**config.mk**
```make
export PLATFORM = sky130hd
export DESIGN_NAME = id_stage
export DESIGN_NICKNAME = d
export VERILOG_FILES = /design/src/hw/rv_decode_pkg.sv /design/src/hw/decode_if.sv /design/src/hw/id_stage.sv /design/src/hw/id_pipe_ctrl.sv /design/src/hw/hazard_bypass.sv /design/src/hw/operand_select.sv /design/src/hw/illegal_instr_check.sv /design/src/hw/instr_decoder.sv
export VERILOG_INCLUDE_DIRS = /design/src /design/src/hw
export SDC_FILE = /design/constraint.sdc
export NUM_CORES = 1
export LEC_CHECK = 0
export BUFFER_PORTS_ARGS = -buffer_cell sky130_fd_sc_hd__buf_2
export CORE_ASPECT_RATIO = 1.1
export CORE_MARGIN = 2
export CORE_UTILIZATION = 47
export DETAILED_ROUTE_END_ITERATION = 6
export GPL_TIMING_DRIVEN = 0
export PLACE_DENSITY = 0.8
export SYNTH_ARGS = -nofsm -noshare
export SYNTH_HDL_FRONTEND = slang
export SYNTH_SLANG_ARGS = --single-unit
```
**constraint.sdc**
```tcl
create_clock -name clk -period 2.08 [get_ports clk]
set_clock_uncertainty 0.15 [all_clocks]
set_input_delay 0.312 -clock clk [delete_from_list [all_inputs] [get_ports clk]]
set_output_delay 0.312 -clock clk [all_outputs]
set_load 0.005 [all_outputs]
```
**src/hw/rv_decode_consts.svh**
```systemverilog
/*
 * RV32I decode stage constants
 * Widths, major opcode values and reset values
 */
`ifndef RV_DECODE_CONSTS_SVH
`define RV_DECODE_CONSTS_SVH

`define RV_XLEN 32
`define RV_REG_AW 5
`define RV_PC_INIT 32'h0000_0200

// Major opcodes, instruction bits 6:2
`define RV_OPC_LOAD 5'b00000
`define RV_OPC_MISC_MEM 5'b00011
`define RV_OPC_OP_IMM 5'b00100
`define RV_OPC_AUIPC 5'b00101
`define RV_OPC_STORE 5'b01000
`define RV_OPC_OP 5'b01100
`define RV_OPC_LUI 5'b01101
`define RV_OPC_BRANCH 5'b11000
`define RV_OPC_JALR 5'b11001
`define RV_OPC_JAL 5'b11011
`define RV_OPC_SYSTEM 5'b11100

// addi x0,x0,0
`define RV_INSTR_NOP 32'h0000_0013

`endif
```
**src/hw/rv_decode_pkg.sv**
```systemverilog
/*
 * RV32I decode stage types
 * Plain vector types shared by the decode stage blocks
 */
`default_nettype none

`include "rv_decode_consts.svh"

package rv_decode_pkg;

  // Data and PC values
  typedef logic [`RV_XLEN-1:0] xlen_t;
  typedef logic [31:0] instr_t;
  typedef logic [`RV_REG_AW-1:0] reg_addr_t;

  // Instruction fields
  typedef logic [4:0] opcode_t;
  typedef logic [2:0] funct3_t;
  typedef logic [6:0] funct7_t;

endpackage

`default_nettype wire

```
**src/hw/decode_if.sv**
```systemverilog
/*
 * Decoded instruction fields
 * Driven by the instruction decoder, read by the ID blocks
 */
`timescale 1ns/1ps
`default_nettype none

interface decode_if;
  import rv_decode_pkg::*;

  opcode_t opcode;
  funct3_t funct3;
  funct7_t funct7;
  reg_addr_t src1;
  reg_addr_t src2;
  reg_addr_t dst;
  logic uses_src1;
  logic uses_src2;
  logic writes_dst;
  xlen_t imm;
  // Operand source controls
  logic opa_is_pc;
  logic opa_is_zero;
  logic opb_is_imm;

  modport source (
    output opcode, funct3, funct7, src1, src2, dst, uses_src1, uses_src2,
           writes_dst, imm, opa_is_pc, opa_is_zero, opb_is_imm
  );

  modport sink (
    input opcode, funct3, funct7, src1, src2, dst, uses_src1, uses_src2,
          writes_dst, imm, opa_is_pc, opa_is_zero, opb_is_imm
  );

endinterface

`default_nettype wire

```
**src/hw/id_stage.sv**
```systemverilog
/*
 * RV32I instruction decode stage
 * Decodes the fetched word and registers operands and bypass flags
 */
`timescale 1ns/1ps
`default_nettype none

module id_stage (
  input  logic                     clk,
  input  logic                     rst,
  input  logic                     flush,
  input  logic                     ex_stall,
  output logic                     id_stall,
  // Fetch side
  input  rv_decode_pkg::xlen_t     if_pc,
  input  rv_decode_pkg::instr_t    if_instr,
  input  logic                     if_bubble,
  output rv_decode_pkg::xlen_t     id_pc,
  output rv_decode_pkg::instr_t    id_instr,
  output logic                     id_bubble,
  output logic                     id_illegal,
  // Register file, data returns in the same cycle
  output rv_decode_pkg::reg_addr_t rf_src1,
  output rv_decode_pkg::reg_addr_t rf_src2,
  input  rv_decode_pkg::xlen_t     rf_rdata1,
  input  rv_decode_pkg::xlen_t     rf_rdata2,
  // Later stages
  input  rv_decode_pkg::reg_addr_t ex_dst,
  input  logic                     ex_writes,
  input  rv_decode_pkg::reg_addr_t mem_dst,
  input  logic                     mem_writes,
  // To execute
  output rv_decode_pkg::xlen_t     id_opa,
  output rv_decode_pkg::xlen_t     id_opb,
  output logic                     id_userf_opa,
  output logic                     id_userf_opb,
  output logic                     id_bypex_opa,
  output logic                     id_bypex_opb,
  output logic                     id_bypmem_opa,
  output logic                     id_bypmem_opb
);

  logic advance;
  logic illegal;

  decode_if dec ();

  instr_decoder u_decoder (
    .if_instr (if_instr),
    .dec      (dec.source),
    .rf_src1  (rf_src1),
    .rf_src2  (rf_src2)
  );

  illegal_instr_check u_illegal (
    .dec      (dec.sink),
    .if_instr (if_instr),
    .illegal  (illegal)
  );

  operand_select u_opsel (
    .clk, .rst, .advance,
    .dec      (dec.sink),
    .if_pc, .rf_rdata1, .rf_rdata2, .id_opa, .id_opb
  );

  hazard_bypass u_bypass (
    .clk, .rst, .advance, .id_bubble,
    .dec      (dec.sink),
    .ex_dst, .ex_writes, .mem_dst, .mem_writes,
    .id_userf_opa, .id_userf_opb, .id_bypex_opa, .id_bypex_opb,
    .id_bypmem_opa, .id_bypmem_opb
  );

  id_pipe_ctrl u_pipe (
    .clk, .rst, .flush, .ex_stall, .if_pc, .if_instr, .if_bubble, .illegal,
    .advance, .id_stall, .id_pc, .id_instr, .id_bubble, .id_illegal
  );

endmodule

`default_nettype wire

```
**src/hw/id_pipe_ctrl.sv**
```systemverilog
/*
 * ID pipeline control
 * PC, instruction, bubble and illegal registers with stall and flush
 */
`timescale 1ns/1ps
`default_nettype none

`include "rv_decode_consts.svh"

module id_pipe_ctrl (
  input  logic                  clk,
  input  logic                  rst,
  input  logic                  flush,
  input  logic                  ex_stall,
  input  rv_decode_pkg::xlen_t  if_pc,
  input  rv_decode_pkg::instr_t if_instr,
  input  logic                  if_bubble,
  input  logic                  illegal,
  output logic                  advance,
  output logic                  id_stall,
  output rv_decode_pkg::xlen_t  id_pc,
  output rv_decode_pkg::instr_t id_instr,
  output logic                  id_bubble,
  output logic                  id_illegal
);

  assign advance = ~ex_stall;

  // Fetch only needs to hold a real instruction, flush wins over stall
  assign id_stall = ex_stall & ~if_bubble & ~flush;

  always_ff @(posedge clk) begin
    if (rst) begin
      id_pc      <= `RV_PC_INIT;
      id_instr   <= `RV_INSTR_NOP;
      id_bubble  <= 1'b1;
      id_illegal <= 1'b0;
    end else if (flush) begin
      id_bubble  <= 1'b1;
      id_illegal <= 1'b0;
    end else if (advance) begin
      id_pc      <= if_pc;
      id_instr   <= if_instr;
      id_bubble  <= if_bubble;
      id_illegal <= illegal & ~if_bubble;
    end
  end

endmodule

`default_nettype wire

```
**src/hw/hazard_bypass.sv**
```systemverilog
/*
 * Hazard and bypass selection
 * Chooses register file, EX bypass or writeback-side bypass per operand
 */
`timescale 1ns/1ps
`default_nettype none

module hazard_bypass (
  input  logic                     clk,
  input  logic                     rst,
  input  logic                     advance,
  input  logic                     id_bubble,
  decode_if.sink                   dec,
  input  rv_decode_pkg::reg_addr_t ex_dst,
  input  logic                     ex_writes,
  input  rv_decode_pkg::reg_addr_t mem_dst,
  input  logic                     mem_writes,
  output logic                     id_userf_opa,
  output logic                     id_userf_opb,
  output logic                     id_bypex_opa,
  output logic                     id_bypex_opb,
  output logic                     id_bypmem_opa,
  output logic                     id_bypmem_opb
);
  import rv_decode_pkg::*;

  // Destination of the instruction now held in ID
  reg_addr_t id_dst_q;
  logic      id_wr_q;

  logic [2:0] flags_a;
  logic [2:0] flags_b;

  // Returns {bypex, bypmem, userf} as a one-hot code when used
  function automatic logic [2:0] pick_src(input reg_addr_t src, input logic used);
    logic hit_ex;
    logic hit_wb;
    hit_ex = (src == id_dst_q) && id_wr_q && !id_bubble;
    // EX and writeback-side results both reach the later stage
    hit_wb = (src != '0) && ((ex_writes && (src == ex_dst)) ||
                             (mem_writes && (src == mem_dst)));
    return {used && hit_ex, used && !hit_ex && hit_wb, used && !hit_ex && !hit_wb};
  endfunction

  always_comb begin
    flags_a = pick_src(dec.src1, dec.uses_src1);
    flags_b = pick_src(dec.src2, dec.uses_src2);
  end

  always_ff @(posedge clk) begin
    if (rst) begin
      id_wr_q <= 1'b0;
      {id_bypex_opa, id_bypmem_opa, id_userf_opa} <= 3'b000;
      {id_bypex_opb, id_bypmem_opb, id_userf_opb} <= 3'b000;
    end else if (advance) begin
      id_wr_q <= dec.writes_dst;
      {id_bypex_opa, id_bypmem_opa, id_userf_opa} <= flags_a;
      {id_bypex_opb, id_bypmem_opb, id_userf_opb} <= flags_b;
    end
  end

  always_ff @(posedge clk) begin
    if (advance) begin
      id_dst_q <= dec.dst;
    end
  end

endmodule

`default_nettype wire

```
**src/hw/operand_select.sv**
```systemverilog
/*
 * Operand select
 * Registers operands A and B for the execute stage
 */
`timescale 1ns/1ps
`default_nettype none

`include "rv_decode_consts.svh"

module operand_select (
  input  logic                 clk,
  input  logic                 rst,
  input  logic                 advance,
  decode_if.sink               dec,
  input  rv_decode_pkg::xlen_t if_pc,
  input  rv_decode_pkg::xlen_t rf_rdata1,
  input  rv_decode_pkg::xlen_t rf_rdata2,
  output rv_decode_pkg::xlen_t id_opa,
  output rv_decode_pkg::xlen_t id_opb
);
  import rv_decode_pkg::*;

  xlen_t opa_nxt;
  xlen_t opb_nxt;

  ////////////////////////////////////////////////////////////////////////////
  // Operand A: PC, zero or rs1 data
  always_comb begin
    if (dec.opa_is_pc) begin
      opa_nxt = if_pc;
    end else if (dec.opa_is_zero) begin
      opa_nxt = '0;
    end else begin
      opa_nxt = rf_rdata1;
    end
  end

  // Operand B: immediate or rs2 data
  always_comb begin
    if (dec.opb_is_imm) begin
      opb_nxt = dec.imm;
    end else if (dec.opcode == `RV_OPC_SYSTEM) begin
      // CSR immediate forms take the rs1 field as a value
      opb_nxt = {{(`RV_XLEN-`RV_REG_AW){1'b0}}, dec.src1};
    end else begin
      opb_nxt = rf_rdata2;
    end
  end

  always_ff @(posedge clk) begin
    if (rst) begin
      id_opa <= '0;
      id_opb <= '0;
    end else if (advance) begin
      id_opa <= opa_nxt;
      id_opb <= opb_nxt;
    end
  end

endmodule

`default_nettype wire

```
**src/hw/illegal_instr_check.sv**
```systemverilog
/*
 * RV32I legality check
 * Flags encodings outside the base integer set
 */
`timescale 1ns/1ps
`default_nettype none

`include "rv_decode_consts.svh"

module illegal_instr_check (
  decode_if.sink                dec,
  input  rv_decode_pkg::instr_t if_instr,
  output logic                  illegal
);
  import rv_decode_pkg::*;

  localparam instr_t ECALL  = 32'h0000_0073;
  localparam instr_t EBREAK = 32'h0010_0073;

  logic ok;

  always_comb begin
    case (dec.opcode)
      `RV_OPC_LUI, `RV_OPC_AUIPC, `RV_OPC_JAL, `RV_OPC_MISC_MEM:
        ok = 1'b1;
      `RV_OPC_JALR:
        ok = (dec.funct3 == 3'd0);
      // funct3 2 and 3 are unused branch codes
      `RV_OPC_BRANCH:
        ok = (dec.funct3 != 3'd2) && (dec.funct3 != 3'd3);
      `RV_OPC_LOAD:
        ok = (dec.funct3 <= 3'd2) || (dec.funct3 == 3'd4) || (dec.funct3 == 3'd5);
      `RV_OPC_STORE:
        ok = (dec.funct3 <= 3'd2);
      `RV_OPC_OP_IMM: begin
        case (dec.funct3)
          // SLLI
          3'd1:    ok = (dec.funct7 == 7'h00);
          // SRLI or SRAI
          3'd5:    ok = (dec.funct7 == 7'h00) || (dec.funct7 == 7'h20);
          default: ok = 1'b1;
        endcase
      end
      // Only SUB and SRA use the alternate funct7
      `RV_OPC_OP:
        ok = (dec.funct7 == 7'h00) ||
             ((dec.funct7 == 7'h20) && ((dec.funct3 == 3'd0) || (dec.funct3 == 3'd5)));
      `RV_OPC_SYSTEM:
        ok = (if_instr == ECALL) || (if_instr == EBREAK);
      default:
        ok = 1'b0;
    endcase
  end

  // Compressed or reserved length encodings are never accepted
  assign illegal = (if_instr[1:0] != 2'b11) || !ok;

endmodule

`default_nettype wire

```
**src/hw/instr_decoder.sv**
```systemverilog
/*
 * Instruction decoder
 * Splits the fetched word into fields, picks the immediate format
 * and sets the operand source controls
 */
`timescale 1ns/1ps
`default_nettype none

`include "rv_decode_consts.svh"

module instr_decoder (
  input  rv_decode_pkg::instr_t    if_instr,
  decode_if.source                 dec,
  output rv_decode_pkg::reg_addr_t rf_src1,
  output rv_decode_pkg::reg_addr_t rf_src2
);
  import rv_decode_pkg::*;

  xlen_t imm_i;
  xlen_t imm_s;
  xlen_t imm_b;
  xlen_t imm_u;
  xlen_t imm_j;
  logic  wr;

  assign dec.opcode = if_instr[6:2];
  assign dec.funct3 = if_instr[14:12];
  assign dec.funct7 = if_instr[31:25];
  assign dec.src1   = if_instr[19:15];
  assign dec.src2   = if_instr[24:20];
  assign dec.dst    = if_instr[11:7];

  // Register file addresses go out straight from the fetched word
  assign rf_src1 = if_instr[19:15];
  assign rf_src2 = if_instr[24:20];

  ////////////////////////////////////////////////////////////////////////////
  // Immediate formats
  assign imm_i = {{(`RV_XLEN-12){if_instr[31]}}, if_instr[31:20]};
  assign imm_s = {{(`RV_XLEN-12){if_instr[31]}}, if_instr[31:25], if_instr[11:7]};
  assign imm_b = {{(`RV_XLEN-12){if_instr[31]}}, if_instr[7], if_instr[30:25],
                  if_instr[11:8], 1'b0};
  assign imm_u = {if_instr[31:12], 12'b0};
  assign imm_j = {{(`RV_XLEN-20){if_instr[31]}}, if_instr[19:12], if_instr[20],
                  if_instr[30:21], 1'b0};

  always_comb begin
    dec.uses_src1   = 1'b0;
    dec.uses_src2   = 1'b0;
    dec.imm         = '0;
    dec.opa_is_pc   = 1'b0;
    dec.opa_is_zero = 1'b0;
    dec.opb_is_imm  = 1'b0;
    wr              = 1'b0;
    case (if_instr[6:2])
      `RV_OPC_LUI: begin
        wr = 1'b1; dec.imm = imm_u; dec.opa_is_zero = 1'b1; dec.opb_is_imm = 1'b1;
      end
      `RV_OPC_AUIPC: begin
        wr = 1'b1; dec.imm = imm_u; dec.opa_is_pc = 1'b1; dec.opb_is_imm = 1'b1;
      end
      `RV_OPC_JAL: begin
        wr = 1'b1; dec.imm = imm_j; dec.opa_is_pc = 1'b1; dec.opb_is_imm = 1'b1;
      end
      `RV_OPC_JALR, `RV_OPC_LOAD, `RV_OPC_OP_IMM: begin
        wr = 1'b1; dec.uses_src1 = 1'b1; dec.imm = imm_i; dec.opb_is_imm = 1'b1;
      end
      // Store data rides on operand B, offset stays in imm
      `RV_OPC_STORE: begin
        dec.uses_src1 = 1'b1; dec.uses_src2 = 1'b1; dec.imm = imm_s;
      end
      `RV_OPC_BRANCH: begin
        dec.uses_src1 = 1'b1; dec.uses_src2 = 1'b1; dec.imm = imm_b;
      end
      `RV_OPC_OP: begin
        wr = 1'b1; dec.uses_src1 = 1'b1; dec.uses_src2 = 1'b1;
      end
      `RV_OPC_SYSTEM: begin
        wr = 1'b1; dec.uses_src1 = 1'b1; dec.imm = imm_i;
      end
      default: ;
    endcase
  end

  // x0 is never a real destination
  assign dec.writes_dst = wr & (if_instr[11:7] != '0);

endmodule

`default_nettype wire

```
* Word-level counts from Yosys, hierarchy flattened
Cells that the tools add are included.
Word-level totals: register bits after elaboration 142, input bits 145, output and inout port bits 147, logic and storage cells 111
Operators by class: order comparisons 1, equal/unequal tests 25, muxes and demuxes 13, bitwise logic cells 7, reductions and logical operators 51
Operator list (count):
- $pmux W32 S5 | 1
- $mux W32 | 4
- $eq A32 B21 Y1 const B | 1
- $eq A32 B7 Y1 const B | 1
- $eq A5 B5 Y1 | 6
- $eq A5 B5 Y1 const B | 4
- $logic_and A1 B1 Y1 | 20
- $eq A5 B4 Y1 const B | 3
- $reduce_bool A5 Y1 | 3
- $eq A5 B3 Y1 const B | 2
- $logic_or A1 B1 Y1 | 9
- $pmux W1 S8 | 1
- $reduce_or A4 Y1 | 2
- $reduce_or A8 Y1 | 1
- $eq A7 B6 Y1 const B | 1
- $logic_not A7 Y1 | 1
- $reduce_or A7 Y1 | 1
- $eq A3 B3 Y1 const B | 2
- $logic_not A1 Y1 | 6
- $mux W1 | 6
- $ne A3 B2 Y1 const B | 2
- $reduce_or A2 Y1 | 3
- $reduce_or A6 Y1 | 1
- $eq A5 B2 Y1 const B | 1
- other kinds (10) | 15

* Logic depth before layout (Yosys ltp)
Gate-level depths: netlist of the first run.
word-level depth 8, gate-level depth with buffers 8, depth with buffers taken out 5

* Hierarchy
From an unflattened synthesis of the first run, not the netlist that was laid out.
Unflattened totals: cells, all modules 903, area total of the unflattened synthesis 8519.4 µm²
By module, submodules not included:
- operand_select | times used 1, cells each 346, area each 3739.8 µm², sequential area each 1281.2 µm²
- id_pipe_ctrl | times used 1, cells each 298, area each 2761.4 µm², sequential area each 1321.3 µm²
- instr_decoder | times used 1, cells each 136, area each 962.2 µm², sequential area each 0.0 µm²
- hazard_bypass | times used 1, cells each 85, area each 813.3 µm², sequential area each 290.3 µm²
- illegal_instr_check | times used 1, cells each 38, area each 242.7 µm², sequential area each 0.0 µm²

* Worst setup path before layout of the first run
OpenSTA, ideal clock, no wires.
kind input port to flip-flop, start point input port if_instr[5], end point register u_opsel.id_opb[11], library setup time 0.132 ns, arrival 1.629 ns, required time 1.798 ns, setup slack 0.169 ns, cell stages on the path 8, buffers on the path 3, path through buf_2 -> nor4_2 -> nor3b_4 -> and2_1 -> buf_6 -> buf_6 -> a221oi_2 -> nor3_1
On the way: word-level cells in the longest chain between the ends 4, elaborated cells between the ends (all ways) 16, classes of those cells eq/ne (8); mux (4); reduce/logical (4)
RTL lines:
- start, declared | RTL line id_stage.sv:16 | input rv_decode_pkg::instr_t if_instr,
- $eq A5 B5 Y1, or another cell as far along | RTL line instr_decoder.sv:55 | case (if_instr[6:2])
- $reduce_or A4 Y1 (no source line), or another cell as far along
- $pmux W32 S5 / $mux W1 (equally long branches) | RTL line instr_decoder.sv:55
- $mux W32 (*) | RTL line operand_select.sv:40 | if (dec.opb_is_imm) begin
- end signal, assigned | RTL line operand_select.sv:56 | id_opb <= opb_nxt;
- end, declared | RTL line operand_select.sv:19 | output rv_decode_pkg::xlen_t id_opb
Mark *: on every way between the ends. The rest lies on a longest branch, timed or not. A chain may end at the register's enable or synchronous reset.

* Worst setup path in the final report of the first run
start point register u_bypass.id_dst_q[0], end point register u_bypass.id_bypmem_opb
On the way: word-level cells in the longest chain between the ends 6
RTL lines:
- start, declared | RTL line hazard_bypass.sv:28 | reg_addr_t id_dst_q;
- start signal, assigned | RTL line hazard_bypass.sv:64 | id_dst_q <= dec.dst;
- $eq A5 B5 Y1 | RTL line hazard_bypass.sv:38 | hit_ex = (src == id_dst_q) && id_wr_q && !id_bubble;
- $logic_and A1 B1 Y1 (2 in series) | RTL line hazard_bypass.sv:38
- $logic_not A1 Y1 | RTL line hazard_bypass.sv:42 | return {used && hit_ex, used && !hit_ex && hit_wb, used && !hit_ex && !hit_wb};
- $logic_and A1 B1 Y1 (2 in series) | RTL line hazard_bypass.sv:42
- end signal, assigned | RTL line hazard_bypass.sv:58 | {id_bypex_opb, id_bypmem_opb, id_userf_opb} <= flags_b;
- end, declared | RTL line hazard_bypass.sv:23 | output logic id_bypmem_opb
Every way passes these cells.

==> results of run 1 <==
-- flip-flops by register name (all words and copies together), names as in the netlist, 5 cells and up --
signal             flops
u_pipe.id_pc          32
u_opsel.id_opa        32
u_pipe.id_instr       32
u_bypass.id_dst_q      5
u_opsel.id_opb        32
-- what timing repair did --
| item | CTS | global route |
|---|---|---|
| gates resized for setup | 1 | 1 |
| hold buffers | 48 | 0 |
| cloned | 0 | 0 |
| hold endpoints to repair | 49 | 0 |
| endpoints found under the setup margin | 1 | 44 |
-- stage by stage --
step	hold WS, ps	util, %	cell area (sq um)	power [mW]
2_1_floorplan	261	-	6380	3.58
3_3_place_gp	289	60.4	7970	4.07
3_5_place_dp	294	60.4	7970	4.09
4_1_cts	1.02	68.4	9040	7.19
5_1_grt	11.1	68.4	9040	7.44
6_report	7.12	68.4	9040	7.21
-- report_power, final --
group | leakage [nW] | internal, mW | switching, mW
logic | 2.60 | 0.514 | 0.629
registers | 1.18 | 2.90 | 0.0883
clock network | 0.283 | 1.93 | 1.14
-- layout by cell type, fill, tap and decap left out, drive strengths merged, types with 6 or more instances in the layout --
cell type / Yosys / routed
buf: 26 / 304
nand2: 186 / 186
dfxtp: 137 / 137
clkbuf: 55 / 78
a21oi: 65 / 65
nor2: 65 / 65
nor3: 53 / 53
dlygate4sd3: 0 / 48
a221oi: 42 / 42
xnor2: 28 / 28
a31oi: 23 / 23
o21bai: 20 / 20
o21ai: 7 / 7
nand4: 6 / 6
-- how the worst min path moves through the flow --
stage,end,from,cells past startpoint,slack (ps)
floorplan,u_bypass.id_dst_q[0],if_instr[7],0,260
global placement,u_pipe.id_pc[5],u_pipe.id_pc[5],2,290
detailed placement,u_pipe.id_pc[3],u_pipe.id_pc[3],2,290
CTS,u_opsel.id_opb[12],rf_rdata2[12],3,1
global route,u_opsel.id_opb[28],rf_rdata2[28],3,10
finish,u_opsel.id_opb[25],rf_rdata2[25],3,7
-- routing by layer --
metal	vias up	track usage [%]	wire length, um
met2	467	55.7	11800
met4	2	15.7	1020
li1	3454	-	-
met3	86	9.82	2410
met1	3420	39.1	9610
met5	-	0	11
-- worst reg2reg max path, delay by kind of cell (launching register included) --
family                    cells  cell delay (ps)
DFF                           1              420
xor gates and xnor gates      1              200
and+or+nand+nor               3              840
AOI/OAI and AO/OA             1              260
-- area by class of cell --
cell class / instances / area (sq um) / area share (%)
buffer: 81 / 387 / 4.28
clock buffer: 23 / 468 / 5.18
tap: 161 / 201 / 2.23
inverter: 5 / 18.8 / 0.208
sequential: 142 / 2890 / 32.0
multi-input combinational: 563 / 3090 / 34.1
timing repair buffer: 326 / 1870 / 20.7
antenna: 1 / 2.50 / 0.0277
clock inverter: 7 / 113 / 1.25
-- kinds of logic (layout without fill, tap and decap cells) --
kind of cell,count (synthesis),count (layout),synth area share (%)
buffers and inverters,86,442,6.33
muxes,4,4,0.706
DFF,142,142,45.3
and+or+nand+nor,342,342,23.5
xor gates and xnor gates,32,32,4.39
AOI/OAI and AO/OA,185,185,19.8
other,0,1,0
==> summary.txt, run 1 <==
Detailed routing
  – # DRC: 0
  – Detail Route Antenna Nets: 0
  – Final wirelength: between 20,000 and 25,000 um
  – Routed len/inst: 19.0 um
  – DR pass1 iterations: 5
  – Vias: approximately 7,400
  – DR vias/cell: 5.68
  – Drt initial violations: 690

Floorplan
  – Core Box Area: 13,200 sq um
  – Die ar.: between 10,000 and 15,000 sq um
  – Initial core utilization: between 40% and 50%
  – Num ports: 292
  – Chip height: between 100 and 150 um
  – Die span in x: 115 um
  – # rows: 44

Timing
  – Hold Fails Final Rpt: 0
  – Final Max Slew Viols: 0
  – Tmin final: 1990 ps
  – Final period util: 95.6%
  – Unrepaired setup endpoints after global routing: false
  – Sum Neg Setup Slack: 0 ps
  – Fmax: 0.503 GHz
  – Worst Max-Slew Pin Slew: 845 ps
  – Final setup vio count: 0
  – Worst relative slew slack: 43.4%
  – Minimum setup slack in the final design: 91.8 ps

Critical path
  – Kind of cell adding the most delay to the critical path: simple AND/OR/NAND/NOR gates
  – Crit path largest cell delay: between 500 and 600 ps
  – Reg2reg setup slack: 90 ps
  – Crit Path Max Fanout: 2
  – Worst reg2reg path startpoint: u_bypass.id_dst_q[0]
  – Crit start category: flop
  – Crit-path cells: xnor2_1 -> nand4_1 -> nor4b_1 -> nor3_1 -> a32o_1
  – Origin of the worst setup path: u_bypass.id_dst_q[0]
  – R2R depth: 5
  – Worst Path Buf+Inv: 0
  – Worst Path Required: between 2000 and 2500 ps
  – Worst Path Arrival: roughly 2200 ps
  – CP max-delay cell: nor4b_1
  – Worst Setup EP: u_bypass.id_bypmem_opb
  – Critical path endpoint category: flop
  – CP Class: reg -> reg
  – Critical Path Stages: 5
  – Worst r2r dst: u_bypass.id_bypmem_opb

Finish
  – # nets final: 1,281
  – Non-filler cells, final: 1,309
  – Synth-to-layout area growth: 41.7%
  – Share of cells above drive strength 1: about 30%
  – Fillers: 1,105

Global route
  – Largest net degree at the start of global routing: 17
  – Grt ovf: 0
  – Vias in the first global route: 7,163
  – Initial antenna violation count: 2
  – First-pass GRT wire length: 37,400 um
  – Gr usage total: 33.4%

Logic synthesis
  – Area leader, netlist: dfxtp_1
  – Synth unique cells: 55
  – Top cells by count, synth: 186 x nand2_1, 137 x dfxtp_1, 65 x a21oi_1, 65 x nor2_1, 55 x clkbuf_1
  – Post-synth ARST share: 0%
  – Syn Area/Cell: 8.07 sq um
  – Top_reg_cell synth: dfxtp_1
  – Post-synth EDFFs: 5
  – Sequential share of the synthesized area: 45.3%
  – Yosys reg bits: 142
  – Gate count after technology mapping: 791
  – Cell Area, Synth: about 6400 sq um
  – Yosys warnings: 0
  – Synth area leaders: dfxtp_1 43%, nand2_1 11%, a221oi_1 5.6%
  – Post-synth top area share: between 40% and 50%
  – Post-Syn Nets: around 940
  – Cell with the most instances after synthesis: nand2_1

Clock tree
  – H-tree levels: 4
  – CTS tree: yes
  – TritonCTS Buffers: 17
  – Worst skew pair latency: 430 ps
  – Clock Sinks: 142
  – Longest Clk Path Bufs: 2
  – Setup bufs post-CTS: 0
  – Clock Tree Root: clkbuf_16
  – Clk slew on worst S/H paths: approximately 60 ps

Power
  – Leakage power: 4.06 nW
  – Power Density: 797 nW/um^2
  – Peak VDD IR: 0.000490 V

Place
  – Dpl ws: -418 ps
  – Placed Cells incl. Taps: 1,230
  – Port Buffer Count: 278
  – Hpwl dp: 17,500 um
  – Final GP Congestion: 0.952

Run
  – Max_cap viols: 0

Min path
  – Worst min path class: in -> reg

Status
  – Status: finished, final reports clean
Power figures use the tool's default switching activity.
==> run 2: changes to the inputs <==
--- a/config.mk
+++ b/config.mk
@@ -6,13 +6,16 @@
 export SDC_FILE = /design/constraint.sdc
 export NUM_CORES = 1
 export LEC_CHECK = 0
+export ABC_AREA = 1
 export BUFFER_PORTS_ARGS = -buffer_cell sky130_fd_sc_hd__buf_2
 export CORE_ASPECT_RATIO = 1.1
 export CORE_MARGIN = 2
-export CORE_UTILIZATION = 47
+export CORE_UTILIZATION = 48
 export DETAILED_ROUTE_END_ITERATION = 6
 export GPL_TIMING_DRIVEN = 0
-export PLACE_DENSITY = 0.8
+export PLACE_DENSITY = 0.81
+export SLEW_MARGIN = 20
 export SYNTH_ARGS = -nofsm -noshare
 export SYNTH_HDL_FRONTEND = slang
 export SYNTH_SLANG_ARGS = --single-unit
+export TNS_END_PERCENT = 10
==> summary.txt, run 2 <==
Status
  – Status: finished, violations left
  – Failing checks: design-rule violations

Timing
  – Hold slack final: between 10 and 15 ps
  – Worst Max-Slew Pin Slew: 738 ps
  – Final setup vio count: 0
  – Tmin final: 2020 ps
  – Final period util: 97.2%
  – Fmax: 0.494 GHz
  – Final Max Slew Viols: 0
  – Unrepaired setup endpoints after global routing: false
  – Hold Fails Final Rpt: 0
  – Worst relative slew slack: 50.6%

Critical path
  – R2R depth: 8
  – Crit-path cells: buf_2 -> inv_2 -> nor2_2 -> nand2_1 -> nor2_2 -> nor2_2 -> nand3_2 -> buf_2 -> o21ai_0 -> a21oi_1
  – Worst Path Required: about 2300 ps
  – Worst Path Arrival: between 2000 and 2500 ps
  – Crit Path Max Fanout: 10
  – Crit start category: input pin
  – CP max-delay cell: nor2_2
  – Critical path endpoint category: flop
  – CP Class: in -> reg
  – CP dominant cell by count: nor2_2
  – Crit path largest cell delay: 460 ps

Floorplan
  – Die ar.: 14,800 sq um
  – Num ports: 292
  – Initial core utilization: 48.6%
  – Core Box Area: 13,700 sq um
  – Die span in x: 116 um
  – # rows: 45
  – Chip height: 127 um

Finish
  – Non-filler cells, final: 1,496
  – Post-route cell area: 9310 sq um
  – Most common cell after layout, fill and taps aside: buf_2
  – # nets final: 1,442
  – Antenna diodes: 0
  – Most frequent cells in the layout: 296 x buf_2, 161 x nand2_1, 143 x o21ai_0
  – Final Util: 68.0%
  – Synth-to-layout area growth: 39.9%
  – Share of cells above drive strength 1: 27.1%

Min path
  – Worst min path class: in -> reg
  – Worst Hold Path Cells: 3

Global route
  – Grt ovf: 0
  – Initial antenna violation count: 1
  – Gr usage total: 33.9%
  – Vias in the first global route: ~7,800
  – First-pass GRT wire length: 39,000 um
  – Largest net degree at the start of global routing: 17

Power
  – Power Density: 776 nW/um^2
  – Leakage power: 4.69 nW
  – Peak VDD IR: 0.000456 V
  – Design Power: 7.23 mW

Logic synthesis
  – Post-synth top area share: between 40% and 50%
  – Post-synth ARST share: 0%
  – Post-synth EDFFs: 5
  – Syn Area/Cell: 7.00 sq um
  – Yosys reg bits: approximately 140
  – Synth unique cells: 33
  – Cell with the most instances after synthesis: nand2_1
  – Gate count after technology mapping: 950
  – Post-Syn Nets: ~1,100
  – Yosys warnings: 0
  – Cell Area, Synth: 6650 sq um
  – Top_reg_cell synth: dfxtp_1
  – Synth area leaders: dfxtp_1 41%, o21ai_0 11%, a21oi_1 10%
  – Sequential share of the synthesized area: a little over two fifths
  – Area leader, netlist: dfxtp_1
  – Top cells by count, synth: 161 x nand2_1, 143 x o21ai_0, 138 x a21oi_1, 137 x dfxtp_1, 91 x nor2_1

Clock tree
  – TritonCTS Buffers: 17
  – Clock Sinks: 142
  – H-tree levels: 4
  – Worst skew pair latency: 420 ps
  – Clk slew on worst S/H paths: 60 ps
  – Longest Clk Path Bufs: 2
  – Clock Tree Root: clkbuf_16
  – CTS tree: yes

Detailed routing
  – Routed len/inst: between 15 and 20 um
  – Final wirelength: ~26,000 um
  – Vias: 8,148
  – Detail Route Antenna Nets: 0
  – DR vias/cell: 5.45
  – Drt initial violations: 686
  – DR pass1 iterations: 7
  – # DRC: 6

Place
  – Placement Cell Area: ~8300 sq um
  – Placed Cells incl. Taps: 1,428
  – Final GP Congestion: 0.920
  – Port Buffer Count: 290
  – Hpwl dp: approximately 19,000 um

Run
  – Max_cap viols: 0
[run 2: cells by family (layout without fill, tap and decap cells)]
logic type                after synthesis  in the layout  share of synthesized area [%]
DFF                                   142            142                           43.5
xor gates and xnor gates                9              9                           1.18
AOI/OAI and AO/OA                     332            332                           26.4
buffers and inverters                 154            512                           9.36
and+or+nand+nor                       313            313                           19.6
[run 2: power by group]
| part | internal (mW) | switching (mW) | leakage, nW | total (mW) |
|---|---|---|---|---|
| sequential | 2.93 | 0.102 | 1.18 | 3.03 |
| clock | 1.88 | 1.14 | 0.285 | 3.03 |
| combinational | 0.493 | 0.678 | 3.22 | 1.17 |
[run 2: repair_timing]
action / in CTS / in global routing
hold endpoints to repair: 37 / 0
pin swaps: 0 / 0
buffers inserted: 0 / 2
hold buffers: 36 / 0
resized for setup: 4 / 1
gates cloned: 0 / 0
setup endpoints to repair: 1 / 1
[run 2: stage by stage]
step / TNS, ps / worst slack (ps)
2_1_floorplan: 0 / 427
3_3_place_gp: -18510 / -472
3_5_place_dp: -19050 / -433
4_1_cts: 0 / 0.954
5_1_grt: 0 / 22.2
6_report: 0 / 57.5
[run 2: worst paths after layout]
check	from	to	slack, ps
hold reg to reg	u_pipe.id_pc[9]	u_pipe.id_pc[9]	310
setup reg to reg	u_pipe.id_bubble	u_bypass.id_bypmem_opa	390
setup / recovery	if_instr[5]	u_opsel.id_opb[11]	60
hold / removal	rf_rdata1[26]	u_opsel.id_opa[26]	10
[run 2: layout make-up]
cell class | count | area [sq um]
inverters | 85 | 323
plain buffers | 69 | 312
well taps | 188 | 235
repair buffers | 328 | 1830
flip-flops and latches | 142 | 2890
clock inverters | 6 | 83.8
fillers | 1192 | 4370
multi-input cells | 654 | 3140
clock buffers | 24 | 493
[run 2: critical path: cells and delay by family]
family | cells | cell delay [ps]
compound gates | 2 | 400
buf+inv | 3 | 470
simple gates | 5 | 1030
[run 2: routing by layer]
layer	vias to the layer above	global-route usage, %	wire length (um)
li1	3877	-	-
met1	3677	38.2	9600
met2	497	57.4	12300
met3	95	10.5	2610
met4	2	17.2	1090
met5	-	0	7
